### config.mk
export PLATFORM = sky130hd
export DESIGN_NAME = icache_memctrl_flat
export DESIGN_NICKNAME = d
export VERILOG_FILES = /design/src/design/icache_pkg.sv /design/src/design/icache_fill_if.sv /design/src/design/icache_memctrl.sv /design/src/flat_wrapper.sv
export SDC_FILE = /design/constraint.sdc
export NUM_CORES = 1
export LEC_CHECK = 0
export BUFFER_PORTS_ARGS = -buffer_cell sky130_fd_sc_hd__buf_4
export CAP_MARGIN = 20
export CORE_AREA = 2 2 123 125
export DETAILED_ROUTE_END_ITERATION = 8
export DIE_AREA = 0 0 125 127
export GPL_ROUTABILITY_DRIVEN = 0
export PLACE_DENSITY = 0.71
export SETUP_SLACK_MARGIN = 0.05
export SLEW_MARGIN = 30
export SYNTH_ARGS = -nofsm -noshare
export SYNTH_HDL_FRONTEND = slang
export SYNTH_SLANG_ARGS = --single-unit
### constraint.sdc
create_clock -name aclk -period 5.4 [get_ports aclk]
set_input_delay 0 -clock aclk [delete_from_list [all_inputs] [get_ports aclk]]
set_output_delay 0 -clock aclk [all_outputs]
set_load 0.01 [all_outputs]
### src/design/icache_pkg.sv
// Instruction cache shared definitions
// Geometry, fetch address layout and AXI response codes

`default_nettype none

package icache_pkg;

    ////////////////////////////////////////////////////////////
    // Cache geometry
    ////////////////////////////////////////////////////////////

    // Byte address width on both AXI ports
    localparam int addr_w   = 16;
    // Line payload and instruction word
    localparam int line_w   = 128;
    localparam int word_w   = 32;
    // Direct mapped, one line per index
    localparam int depth    = 64;
    localparam int offset_w = 4;
    localparam int index_w  = 6;
    localparam int tag_w    = addr_w - index_w - offset_w;

    ////////////////////////////////////////////////////////////
    // Fetch address, seen raw or split into fields
    ////////////////////////////////////////////////////////////

    typedef struct packed {
        logic [tag_w-1:0]    tag;
        logic [index_w-1:0]  index;
        logic [offset_w-1:0] offset;
    } icache_addr_s;

    typedef union packed {
        logic [addr_w-1:0] raw;
        icache_addr_s      f;
    } icache_addr_u;

    // AXI read responses in use
    localparam logic [1:0] resp_okay   = 2'b00;
    localparam logic [1:0] resp_slverr = 2'b10;

endpackage

`default_nettype wire

### src/design/icache_fill_if.sv
// Miss request and line fill link between lookup and memory controller

`default_nettype none

interface icache_fill_if;

    // Miss request, valid/ready, line aligned address
    logic                             miss_valid;
    logic                             miss_ready;
    logic [icache_pkg::addr_w-1:0]    miss_addr;

    // Line write, one cycle pulse, also closes the miss
    logic                             fill_wen;
    logic [icache_pkg::index_w-1:0]   fill_index;
    logic [icache_pkg::line_w-1:0]    fill_data;
    logic [1:0]                       fill_resp;

    // High while the eraser walks the lines
    logic                             flushing;

    modport lookup (
        output miss_valid,
        output miss_addr,
        input  miss_ready,
        input  fill_wen,
        input  fill_index,
        input  fill_data,
        input  fill_resp,
        input  flushing
    );

    modport memctrl (
        input  miss_valid,
        input  miss_addr,
        output miss_ready,
        output fill_wen,
        output fill_index,
        output fill_data,
        output fill_resp,
        output flushing
    );

endinterface

`default_nettype wire

### src/design/icache_memctrl.sv
// Instruction cache memory controller
// Line refill over an AXI4-Lite read master and the flush eraser

`default_nettype none

module icache_memctrl (
    input  wire                             aclk,
    input  wire                             aresetn,
    // Central memory read address channel
    output logic                            mem_arvalid,
    input  wire                             mem_arready,
    output logic [icache_pkg::addr_w-1:0]   mem_araddr,
    output logic [2:0]                      mem_arprot,
    // Central memory read data channel
    input  wire                             mem_rvalid,
    output logic                            mem_rready,
    input  wire  [icache_pkg::line_w-1:0]   mem_rdata,
    input  wire  [1:0]                      mem_rresp,
    // FENCE.i style flush handshake
    input  wire                             flush_req,
    output logic                            flush_ack,
    // Towards the lookup
    icache_fill_if.memctrl                  fill
);

    ////////////////////////////////////////////////////////////
    // Signals
    ////////////////////////////////////////////////////////////

    typedef enum logic [1:0] {
        st_idle,
        st_erase,
        st_ack
    } flush_state_t;

    flush_state_t state;

    logic [icache_pkg::index_w-1:0] erase_idx;

    // One read in flight on the memory port
    logic pending;

    // Refill captured from the R channel
    logic                           refill_wen;
    logic [icache_pkg::index_w-1:0] refill_index;
    logic [icache_pkg::index_w-1:0] miss_index;
    logic [icache_pkg::line_w-1:0]  refill_data;
    logic [1:0]                     refill_resp;

    ////////////////////////////////////////////////////////////
    // Read address channel, miss passed straight through
    ////////////////////////////////////////////////////////////

    // A miss raised during erase waits for the eraser
    assign mem_arvalid     = fill.miss_valid && (state != st_erase);
    assign fill.miss_ready = mem_arready && (state != st_erase);
    assign mem_araddr      = fill.miss_addr;

    // Unprivileged, secure, instruction access
    assign mem_arprot = 3'b100;

    assign miss_index = fill.miss_addr[icache_pkg::offset_w +: icache_pkg::index_w];

    // Data accepted only while the refill is outstanding
    assign mem_rready = pending;

    always_ff @(posedge aclk or negedge aresetn) begin
        if (!aresetn) begin
            pending    <= 1'b0;
            refill_wen <= 1'b0;
        end else begin
            refill_wen <= mem_rvalid && mem_rready;
            if (mem_arvalid && mem_arready) begin
                pending <= 1'b1;
            end else if (mem_rvalid && mem_rready) begin
                pending <= 1'b0;
            end
        end
    end

    // Line index kept from the AR handshake, line from the R handshake
    always_ff @(posedge aclk) begin
        if (mem_arvalid && mem_arready) begin
            refill_index <= miss_index;
        end
        if (mem_rvalid && mem_rready) begin
            refill_data <= mem_rdata;
            refill_resp <= mem_rresp;
        end
    end

    ////////////////////////////////////////////////////////////
    // Line write mux, erase has zero data and no valid
    ////////////////////////////////////////////////////////////

    assign fill.flushing   = (state == st_erase);
    assign fill.fill_wen   = refill_wen || fill.flushing;
    assign fill.fill_index = fill.flushing ? erase_idx : refill_index;
    assign fill.fill_data  = fill.flushing ? '0 : refill_data;
    assign fill.fill_resp  = fill.flushing ? icache_pkg::resp_okay : refill_resp;

    ////////////////////////////////////////////////////////////
    // Flush FSM
    ////////////////////////////////////////////////////////////

    always_ff @(posedge aclk or negedge aresetn) begin
        if (!aresetn) begin
            state     <= st_idle;
            erase_idx <= '0;
            flush_ack <= 1'b0;
        end else begin
            case (state)
                st_idle: begin
                    // Start only with no miss in flight
                    if (flush_req && !fill.miss_valid && !pending) begin
                        erase_idx <= '0;
                        state     <= st_erase;
                    end
                end
                st_erase: begin
                    erase_idx <= erase_idx + 1'b1;
                    if (erase_idx == icache_pkg::index_w'(icache_pkg::depth - 1)) begin
                        flush_ack <= 1'b1;
                        state     <= st_ack;
                    end
                end
                default: begin
                    // Ack holds until the requester lets go
                    if (!flush_req) begin
                        flush_ack <= 1'b0;
                        state     <= st_idle;
                    end
                end
            endcase
        end
    end

    ////////////////////////////////////////////////////////////
    // Checks
    ////////////////////////////////////////////////////////////

    // Erase never collides with a refill write
    assert property (@(posedge aclk) disable iff (!aresetn)
        (state == st_erase) |-> !refill_wen);

    // Lookup must hand over line aligned misses
    assert property (@(posedge aclk) disable iff (!aresetn)
        mem_arvalid |-> (mem_araddr[icache_pkg::offset_w-1:0] == '0));

endmodule

`default_nettype wire

### src/flat_wrapper.sv
// flat-port wrapper written by rule: the top's interface ports become plain ports
module icache_memctrl_flat 
  (aclk, aresetn, mem_arvalid, mem_arready, mem_araddr, mem_arprot, mem_rvalid, mem_rready, mem_rdata, mem_rresp, flush_req, flush_ack, fill_miss_valid, fill_miss_addr, fill_miss_ready, fill_fill_wen, fill_fill_index, fill_fill_data, fill_fill_resp, fill_flushing);
  icache_fill_if fill_i ();
  input  wire aclk;
  input  wire aresetn;
  output logic mem_arvalid;
  input  wire mem_arready;
  output logic [icache_pkg::addr_w-1:0] mem_araddr;
  output logic [2:0] mem_arprot;
  input  wire mem_rvalid;
  output logic mem_rready;
  input  wire  [icache_pkg::line_w-1:0] mem_rdata;
  input  wire  [1:0] mem_rresp;
  input  wire flush_req;
  output logic flush_ack;
  input wire logic [$bits(fill_i.miss_valid)-1:0] fill_miss_valid;
  input wire logic [$bits(fill_i.miss_addr)-1:0] fill_miss_addr;
  output wire logic [$bits(fill_i.miss_ready)-1:0] fill_miss_ready;
  output wire logic [$bits(fill_i.fill_wen)-1:0] fill_fill_wen;
  output wire logic [$bits(fill_i.fill_index)-1:0] fill_fill_index;
  output wire logic [$bits(fill_i.fill_data)-1:0] fill_fill_data;
  output wire logic [$bits(fill_i.fill_resp)-1:0] fill_fill_resp;
  output wire logic [$bits(fill_i.flushing)-1:0] fill_flushing;
  assign fill_i.miss_valid = fill_miss_valid;
  assign fill_i.miss_addr = fill_miss_addr;
  assign fill_miss_ready = fill_i.miss_ready;
  assign fill_fill_wen = fill_i.fill_wen;
  assign fill_fill_index = fill_i.fill_index;
  assign fill_fill_data = fill_i.fill_data;
  assign fill_fill_resp = fill_i.fill_resp;
  assign fill_flushing = fill_i.flushing;
  icache_memctrl u_core (.aclk(aclk), .aresetn(aresetn), .mem_arvalid(mem_arvalid), .mem_arready(mem_arready), .mem_araddr(mem_araddr), .mem_arprot(mem_arprot), .mem_rvalid(mem_rvalid), .mem_rready(mem_rready), .mem_rdata(mem_rdata), .mem_rresp(mem_rresp), .flush_req(flush_req), .flush_ack(flush_ack), .fill(fill_i));
endmodule
==> results.toml, run 1 <==
[sta]
max_slew_margin_pct = 42.7
setup_slack_ps = 3030
hold_violations = 0
finalSetupViolations = 0
finalMaxSlewViolations = 0
fin_crit_sh_pct = 43.8
tightest_slew_ps = 860
period_needed_ps = 2370
rsz0062_at_grt = "false"
max_freq_ghz = 0.422
hold_slack_ps = 0.00447
fin_setup_tns_ps = 0
clock_skew_ps = 5.98

[logic_synthesis]
synth_area_leader_cell = "edfxtp_1"
synth_top_area_share_pct = 71.4
synth.distinct_cells = 31
synthTopCellsByCount = "136 x edfxtp_1, 133 x and2_1, 19 x buf_4"
syn_avg_cell_area_um2 = 15.3
seq_area_frac_synth_pct = 76.2
yosys-top-cells-area = "edfxtp_1 71%, and2_1 15%, dfrtp_1 4.8%"
synth-main-ff-cell = "edfxtp_1"
syn_area_mm2 = 0.00572
async_flop_share_pct = 7.48
synth_most_common_cell = "edfxtp_1"
synth-edff-count = 136
yosysWarnings = 0
syn-instance-count = 373
synth-seq-cells = 147

[final_layout]
layout.nets = 942
multi_input_area_mm2 = 0.00112
fin_area_mm2 = 0.00992
num-fill-cells = 942
layoutNonFillerInstCount = 986
drive_gt1_share_pct = 40.0
area_delta_synth_final_pct = 73.4
seq_area_mm2 = 0.00436
fin_util_pct = 68.8

[power]
leakage_nw = 4.25
p_per_area_mw_per_mm2 = 401
p_total_mw = 3.98
ir_drop_uv = 261

[global_routing]
track_usage_pct = 20.7
grt_overflow = 0
use_met1_pct = 21.6
use_met3_pct = 7.04
grt_pass1_vias = 4701
grt_max_degree = 84
antenna_found_initial = 1
grt.busiest_layer = "met2"
gr-usage-met2_pct = 37.2
grt_pass1_wl_um = 24900

[clocking]
cts_setup_buffers = 0
cts.reportedPaths.clkPinSlew_ps = 60
cts-htree-levels = 4
hold_buffers = 140
clock-root-buffer = "clkbuf_16"
cts_sinks = 147
post_cts_resized = 0
numCtsBuffers = 17
clk_latency_ps = 410
clockBufferDepth = 2
cts_tree = "done"

[routing]
first_pass_iters = 4
wirelength_um = 16700
ant_nets = 0
vias = 4468
vias_per_cell = 4.53
drc = 0
wl_per_cell_um = 17.0
initialDrtViolationCount = 238

[worst_setup_path]
cp.arrival_ps = 2410
cp_max_fo = 68
end_kind = "flop"
start_kind = "flop"
worstSetupPathType = "reg2reg"
crit_required_ps = 5440

[job]
cap_violations = 0

[worst_hold_path]
min_path_type = "in2out"

[placement]
port_buffers = 289
dp.cells = 814
hpwl_um = 9840
place_area_mm2 = 0.00794
place_ws_ps = 3040

[floorplanning]
die_w_um = 125
start_util_pct = 39.7
die_y_um = 127
coreArea_mm2 = 0.0144
placementRows = 44
io_pins = 313
dieArea_mm2 = 0.0159

[run_status]
status = "completed"
[cells in the final DEF, fill, tap and decap left out, drive strengths merged, types with 2 or more instances in the layout]
master,n
a21oi,5
and2,133
buf,291
bufinv,3
clkbuf,19
clkinv,8
conb,3
dfrtp,11
dlygate4sd3,140
edfxtp,136
inv,8
nand2,14
nand2b,2
nand3,2
nor2,2
o211ai,2
o21ai,9
[report_power, final]
group	internal, mW	switching, mW
logic	0.713	0.695
registers	1.37	0.0459
clock network	0.716	0.438
[kinds of logic (layout without fill, tap and decap cells)]
family	after synthesis	count (layout)	share of synthesized area (%)
compound gates	21	21	2.21
xor+xnor	1	1	0.153
fa+ha+maj	1	1	0.219
buf+inv	43	470	4.37
flops	147	147	76.2
other cells	2	4	0.131
simple gates	158	158	16.7
[per-layer routing]
metal  up-vias  share of wire [%]
li1       2098                  -
met1      2085                 36
met2       235                 53
met3        50                8.1
met4         0                3.8
met5         -                  0
[final timing paths]
check / slack (ps) / end / depth (start not counted) / start
max reg2reg: 3030 / u_core.refill_data[18] / 2 / u_core.mem_rready
max in group asynchronous: 4390 / u_core.refill_wen / 3 / aresetn
min: 0.004 / mem_araddr[11] / 0 / fill_miss_addr[11]
min in group asynchronous: 650 / u_core.mem_rready / 3 / aresetn
min reg2reg: 530 / u_core.erase_idx[0] / 1 / u_core.erase_idx[0]
max: 3030 / u_core.refill_data[18] / 2 / u_core.mem_rready
[layout make-up]
class                   count  share of cell area [%]
repair buffers            431                    36.4
well taps                 184                    2.32
diodes                      1                  0.0252
clock inverters            12                    1.41
clock buffers              19                    4.36
multi-input cells         184                    11.3
flip-flops and latches    147                    44.0
inverters                   8                   0.303
[critical path, cell delays in order (launching register included)]
cell and delay [ps]:
dfrtp_1 410, and2_4 730, buf_4 800
[state kept, by name, indices dropped and copies added (netlist names)]
name and flops:
u_core.refill_data 128, u_core.refill_resp 2, u_core.mem_rready 1, u_core.refill_wen 1, u_core.refill_index 6, u_core.state 2
u_core.erase_idx 6, u_core.flush_ack 1
Note: power is estimated with default switching activity, not from simulation.
==> run 2: changes to the inputs <==
- ABC_AREA: default -> 1
- CORE_AREA: 2 2 123 125 -> default
- CORE_MARGIN: default -> 1.5
- CORE_UTILIZATION: default -> 43
- DIE_AREA: 0 0 125 127 -> default
- PLACE_DENSITY: 0.71 -> 0.76
- clock period: 5.4 -> 2.1 ns (I/O delays scaled with it)
==> run 2 against run 1 <==
Worst setup slack lost 2800 ps; power grew to 2.6 times the previous value; non-clock buffer count grew 6; sequential power grew to 2.6 times the previous value; routed wire length grew 0.81%; combinational power grew to 2.7 times the previous value; clock skew grew 0.66 ps; die area grew 5.1%; highest routed layer unchanged; area after synthesis grew 20%; register-to-register slack lost 2700 ps.
==> results.toml, run 2 <==
[logic_synthesis]
seq_area_frac_synth_pct = 63.7
yosysWarnings = 0
syn-instance-count = 526
synth_area_leader_cell = "edfxtp_1"
synth_most_common_cell = "inv_1"
synth_top_area_share_pct = 59.7
synth.distinct_cells = 23
synth-seq-cells = 147
syn_avg_cell_area_um2 = 13.0
synthTopCellsByCount = "139 x inv_1, 136 x edfxtp_1, 100 x nor2_4"
async_flop_share_pct = 7.48
synth-main-ff-cell = "edfxtp_1"
yosys-top-cells-area = "edfxtp_1 60%, nor2_4 16%, inv_1 7.6%"
synth-edff-count = 136
syn_area_mm2 = 0.00684

[sta]
fin_setup_tns_ps = 0
hold_violations = 0
max_freq_ghz = 0.521
fin_crit_sh_pct = 91.3
finalSetupViolations = 0
rsz0062_at_grt = "false"
finalMaxSlewViolations = 0
period_needed_ps = 1920
setup_slack_ps = 182
tightest_slew_ps = 541
max_slew_margin_pct = 63.8
hold_slack_ps = 0.00328
clock_skew_ps = 6.64

[global_routing]
track_usage_pct = 20.3
use_met3_pct = 6.28
grt_max_degree = 56
antenna_found_initial = 0
use_met1_pct = 20.4
grt_pass1_vias = 5035
gr-usage-met2_pct = 37.7
grt_pass1_wl_um = 25300
grt_overflow = 0
grt.busiest_layer = "met2"

[worst_setup_path]
cp_max_fo = 48
end_kind = "output port"
critPathSlowestCell = "buf_16"
worstSetupPathType = "reg2out"
path_cells = "inv_2 > nand2_4 > clkinv_8 > buf_16 > nor2_4 > buf_4"
start_kind = "flop"
path_buf_inv = 4
cp.arrival_ps = 1920
crit_required_ps = 2100
path_delay_family = "buffers and inverters"
cpPeakStageDelay_ps = 430

[routing]
ant_nets = 0
drc = 0
wl_per_cell_um = 14.4
vias_per_cell = 4.19
wirelength_um = 16900
vias = 4907
first_pass_iters = 4
initialDrtViolationCount = 159

[power]
power_frac_comb_pct = 36.9
switching_power_mw = 3.43
power.share.clock_pct = 28.0
swShare_pct = 32.8
ir_drop_uv = 679
internal_power_mw = 7.01
pwr-share-seq_pct = 35.1
leakage_nw = 4.96
p_per_area_mw_per_mm2 = 949
p_total_mw = 10.4

[floorplanning]
io_pins = 313
die_y_um = 129
die_w_um = 129
coreArea_mm2 = 0.0154
dieArea_mm2 = 0.0167
start_util_pct = 44.5
placementRows = 45

[final_layout]
top_regs = "u_core.refill_data (128), u_core.erase_idx (6), u_core.refill_index (6)"
top_register = "u_core.refill_data"
layoutNonFillerInstCount = 1171
largest_reg_flops = 128
drive_gt1_share_pct = 45.0
diodes = 0
fin_util_pct = 71.5
layout.nets = 1100
fin_area_mm2 = 0.0110
num-fill-cells = 1023
mostFrequentLayoutCells = "292 x buf_4, 141 x dlygate4sd3_1, 138 x inv_1, 136 x edfxtp_1, 100 x nor2_4"
mostFrequentLayoutCell = "buf_4"
area_delta_synth_final_pct = 60.7

[job]
cap_violations = 0

[clocking]
clk_latency_ps = 410
numCtsBuffers = 17
cts.reportedPaths.clkPinSlew_ps = 60
cts_tree = "done"
cts-htree-levels = 4
clock-root-buffer = "clkbuf_16"
cts_sinks = 147
clockBufferDepth = 2

[placement]
hpwl_um = 10600
place_ws_ps = 564
port_buffers = 289
dp.cells = 998
place_area_mm2 = 0.00900

[worst_hold_path]
min_path_type = "in2out"

[run_status]
status = "completed"
-- run 2: power groups by stage --
stage | Sequential, mW | Combinational [mW] | Clock [mW]
2_1_floorplan | 3.69 | 2.44 | 0
3_3_place_gp | 3.71 | 3.56 | 0
3_5_place_dp | 3.72 | 3.60 | 0
4_1_cts | 3.66 | 3.84 | 2.97
5_1_grt | 3.69 | 4.14 | 3.11
6_report | 3.67 | 3.85 | 2.92
-- run 2: path summary, 6_finish.rpt --
check                                   start             endpoint  slack, ps  cells after the start
max                           u_core.state[1]  fill_fill_data[107]        180                      6
max reg2reg                   u_core.state[1]    u_core.mem_rready        330                      7
min in group asynchronous             aresetn    u_core.refill_wen        650                      3
max in group asynchronous             aresetn     u_core.flush_ack       1080                      3
min reg2reg                  u_core.flush_ack     u_core.flush_ack        510                      2
min                        fill_miss_addr[11]       mem_araddr[11]      0.003                      0
-- run 2: what timing repair did --
action / in CTS / in global routing
endpoints found under the setup margin: 0 / 13
endpoints found under the hold margin: 151 / 0
resized for setup: 0 / 1
hold buffers: 141 / 0
buffers inserted: 0 / 0
-- run 2: kinds of logic (layout without fill, tap and decap cells) --
kind of cell,after synthesis,after routing,synth area share (%)
fa+ha+maj,1,1,0.183
other cells,2,3,0.110
buf+inv,177,610,13.6
compound gates,9,9,0.658
simple gates,190,190,21.8
flops,147,147,63.7
-- run 2: layout make-up --
class | instances | area, µm² | share of cell area [%]
timing repair buffer | 437 | 3690 | 33.6
sequential | 147 | 4360 | 39.6
tap | 211 | 264 | 2.40
clock buffer | 24 | 502 | 4.56
inverter | 141 | 546 | 4.96
clock inverter | 8 | 75.1 | 0.683
multi-input combinational | 203 | 1560 | 14.2
-- run 2: per-layer routing --
layer / vias up / part of all wire (%) / routed length, µm
li1: 2413 / - / -
met1: 2231 / 34 / 5800
met2: 209 / 54 / 9160
met3: 54 / 7.4 / 1240
met4: 0 / 3.9 / 650
met5: - / 0 / 0
==> run 3: changes to the inputs <==
- CORE_UTILIZATION: 43 -> 47
- PLACE_DENSITY: 0.76 -> 0.79
- clock period: 2.1 -> 2.2 ns (I/O delays scaled with it)
==> run 3 against run 2 <==
First-iteration DRC count is 40% higher; design area is 0.56% lower; critical path depth is 1 higher; clock-buffer cell count is 5 lower; clock power is 11% lower; clock skew hardly changed; utilization is 6.3 points higher; non-clock buffer count is 2 higher; largest power group unchanged; worst setup slack worse by 22 ps; critical endpoint is now fill_fill_data[30].
==> results.toml, run 3 (synthesis gave the netlist of run 2 again) <==
[worst_hold_path]
holdPathStages = 0
min_path_type = "in2out"
min_to = "mem_araddr[0]"
hold_start = "fill_miss_addr[0]"

[worst_setup_path]
cp_max_fo = 34
start_kind = "flop"
reg2reg_from = "u_core.state[1]"
worstReg2RegEnd = "u_core.mem_rready"
worstSetupPathType = "reg2out"
r2r_setup_slack_ps = 360
cp.arrival_ps = 2040
crit_required_ps = 2200
reg2reg_depth = 7
end_kind = "output port"

[final_layout]
layout.nets = 1102
mostFrequentLayoutCells = "292 x buf_4, 141 x dlygate4sd3_1, 138 x inv_1, 136 x edfxtp_1, 100 x nor2_4"
top_register = "u_core.refill_data"
largest_reg_flops = 128
mostFrequentLayoutCell = "buf_4"
fin_util_pct = 77.9
top_regs = "u_core.refill_data (128), u_core.erase_idx (6), u_core.refill_index (6)"
drive_gt1_share_pct = 44.9
area_delta_synth_final_pct = 59.8
fin_area_mm2 = 0.0109

[clocking]
cts_setup_buffers = 0
clk_latency_ps = 410
clockBufferDepth = 2
cts_tree = "done"
cts.reportedPaths.clkPinSlew_ps = 50
cts-htree-levels = 4
cts_sinks = 147
numCtsBuffers = 17
clock-root-buffer = "clkbuf_16"

[placement]
port_buffers = 289
place_area_mm2 = 0.00899
hpwl_um = 11300

[floorplanning]
io_pins = 313
coreArea_mm2 = 0.0140
dieArea_mm2 = 0.0153
die_y_um = 124
start_util_pct = 48.7
placementRows = 43
die_w_um = 124

[sta]
max_freq_ghz = 0.490
period_needed_ps = 2040
finalMaxSlewViolations = 0
max_slew_margin_pct = 62.7
finalSetupViolations = 0
hold_violations = 0
clock_skew_ps = 6.34
rsz0062_at_grt = "false"
tightest_slew_ps = 560
fin_crit_sh_pct = 92.7

[routing]
vias_per_cell = 4.41
drc = 0
ant_nets = 0
initialDrtViolationCount = 222
vias = 5045
wl_per_cell_um = 16.1
first_pass_iters = 4
wirelength_um = 18400

[global_routing]
track_usage_pct = 23.8
grt_pass1_wl_um = 26600
grt_max_degree = 59
antenna_found_initial = 1
grt_overflow = 0
grt_pass1_vias = 5319

[power]
power_frac_comb_pct = 38.1
pwr-share-seq_pct = 35.5
power.share.clock_pct = 26.4
p_total_mw = 9.88
p_per_area_mw_per_mm2 = 904
switching_power_mw = 3.34
leakage_nw = 4.96
ir_drop_uv = 687
swShare_pct = 33.8
internal_power_mw = 6.54

[run_status]
status = "completed"

[job]
cap_violations = 0
==> run 3: cell count changes in the layout (fill, tap and decap cells not counted), moves of 2 or more <==
cell and delta:
clkbuf_8 -5, clkinv_1 +2, diode_2 +2, clkinv_2 +5, buf_12 +2, clkinvlp_4 -2
==> run 3: how the worst max path moves through the flow <==
stage                 startpoint                      to  slack, ps  depth (start not counted)
2_1_floorplan  u_core.mem_rready   u_core.refill_data[0]       -610                          2
3_3_place_gp     u_core.state[1]      fill_fill_data[76]        650                          7
3_5_place_dp     u_core.state[1]  u_core.refill_index[3]        580                          6
4_1_cts          u_core.state[1]      fill_fill_data[92]        130                          7
5_1_grt          u_core.state[1]      fill_fill_data[24]         80                          7
6_report         u_core.state[1]      fill_fill_data[30]        160                          7
==> run 3: cell type report <==
class                      instances  area [µm²]
inverter                         141         546
clock buffer                      19         433
antenna                            2        5.00
fill                             778        3110
sequential                       147        4360
clock inverter                    13        92.6
timing repair buffer             439        3710
multi-input combinational        203        1560
tap                              180         225
==> run 3: power groups by stage <==
| stage | Clock (mW) | Combinational [mW] | Sequential, mW |
|---|---|---|---|
| 6_report | 2.61 | 3.77 | 3.51 |
| 3_3_place_gp | 0 | 3.44 | 3.54 |
| 4_1_cts | 2.63 | 3.74 | 3.50 |
| 2_1_floorplan | 0 | 2.33 | 3.52 |
| 3_5_place_dp | 0 | 3.51 | 3.55 |
| 5_1_grt | 2.77 | 4.06 | 3.53 |
==> run 3: metal layers <==
| metal | GRT usage (%) | vias up | wire (µm) |
|---|---|---|---|
| met4 | 12.0 | 0 | 663 |
| met1 | 22.4 | 2326 | 5940 |
| met2 | 47.1 | 247 | 10600 |
| met3 | 5.72 | 54 | 1190 |
| li1 | - | 2418 | - |
| met5 | 0 | - | 0 |
==> run 3: per-stage QoR <==
| stage | TNS, ps | std cells | hold slack, ps | setup slack (ps) |
|---|---|---|---|---|
| finish | 0 | 1144 | 0.00335 | 160 |
| global route | 0 | 1143 | 0.0301 | 76.8 |
| CTS | 0 | 1142 | 0.119 | 134 |
| detailed placement | 0 | 969 | -153 | 585 |
| global placement | 0 | 969 | -161 | 650 |
| floorplan | -80390 | 527 | -296 | -614 |
==> run 3: timing repair <==
action / CTS / global route
gates resized for setup: 0 / 1
endpoints found under the setup margin: 0 / 1
hold buffers: 141 / 0
endpoints found under the hold margin: 150 / 0
==> run 3: critical path, stage by stage (launching register included) <==
cell	delay (ps)
dfrtp_1	410
inv_2	100
nand2_4	120
clkinv_8	220
buf_12	260
buf_12	270
nor2_4	40
buf_4	140
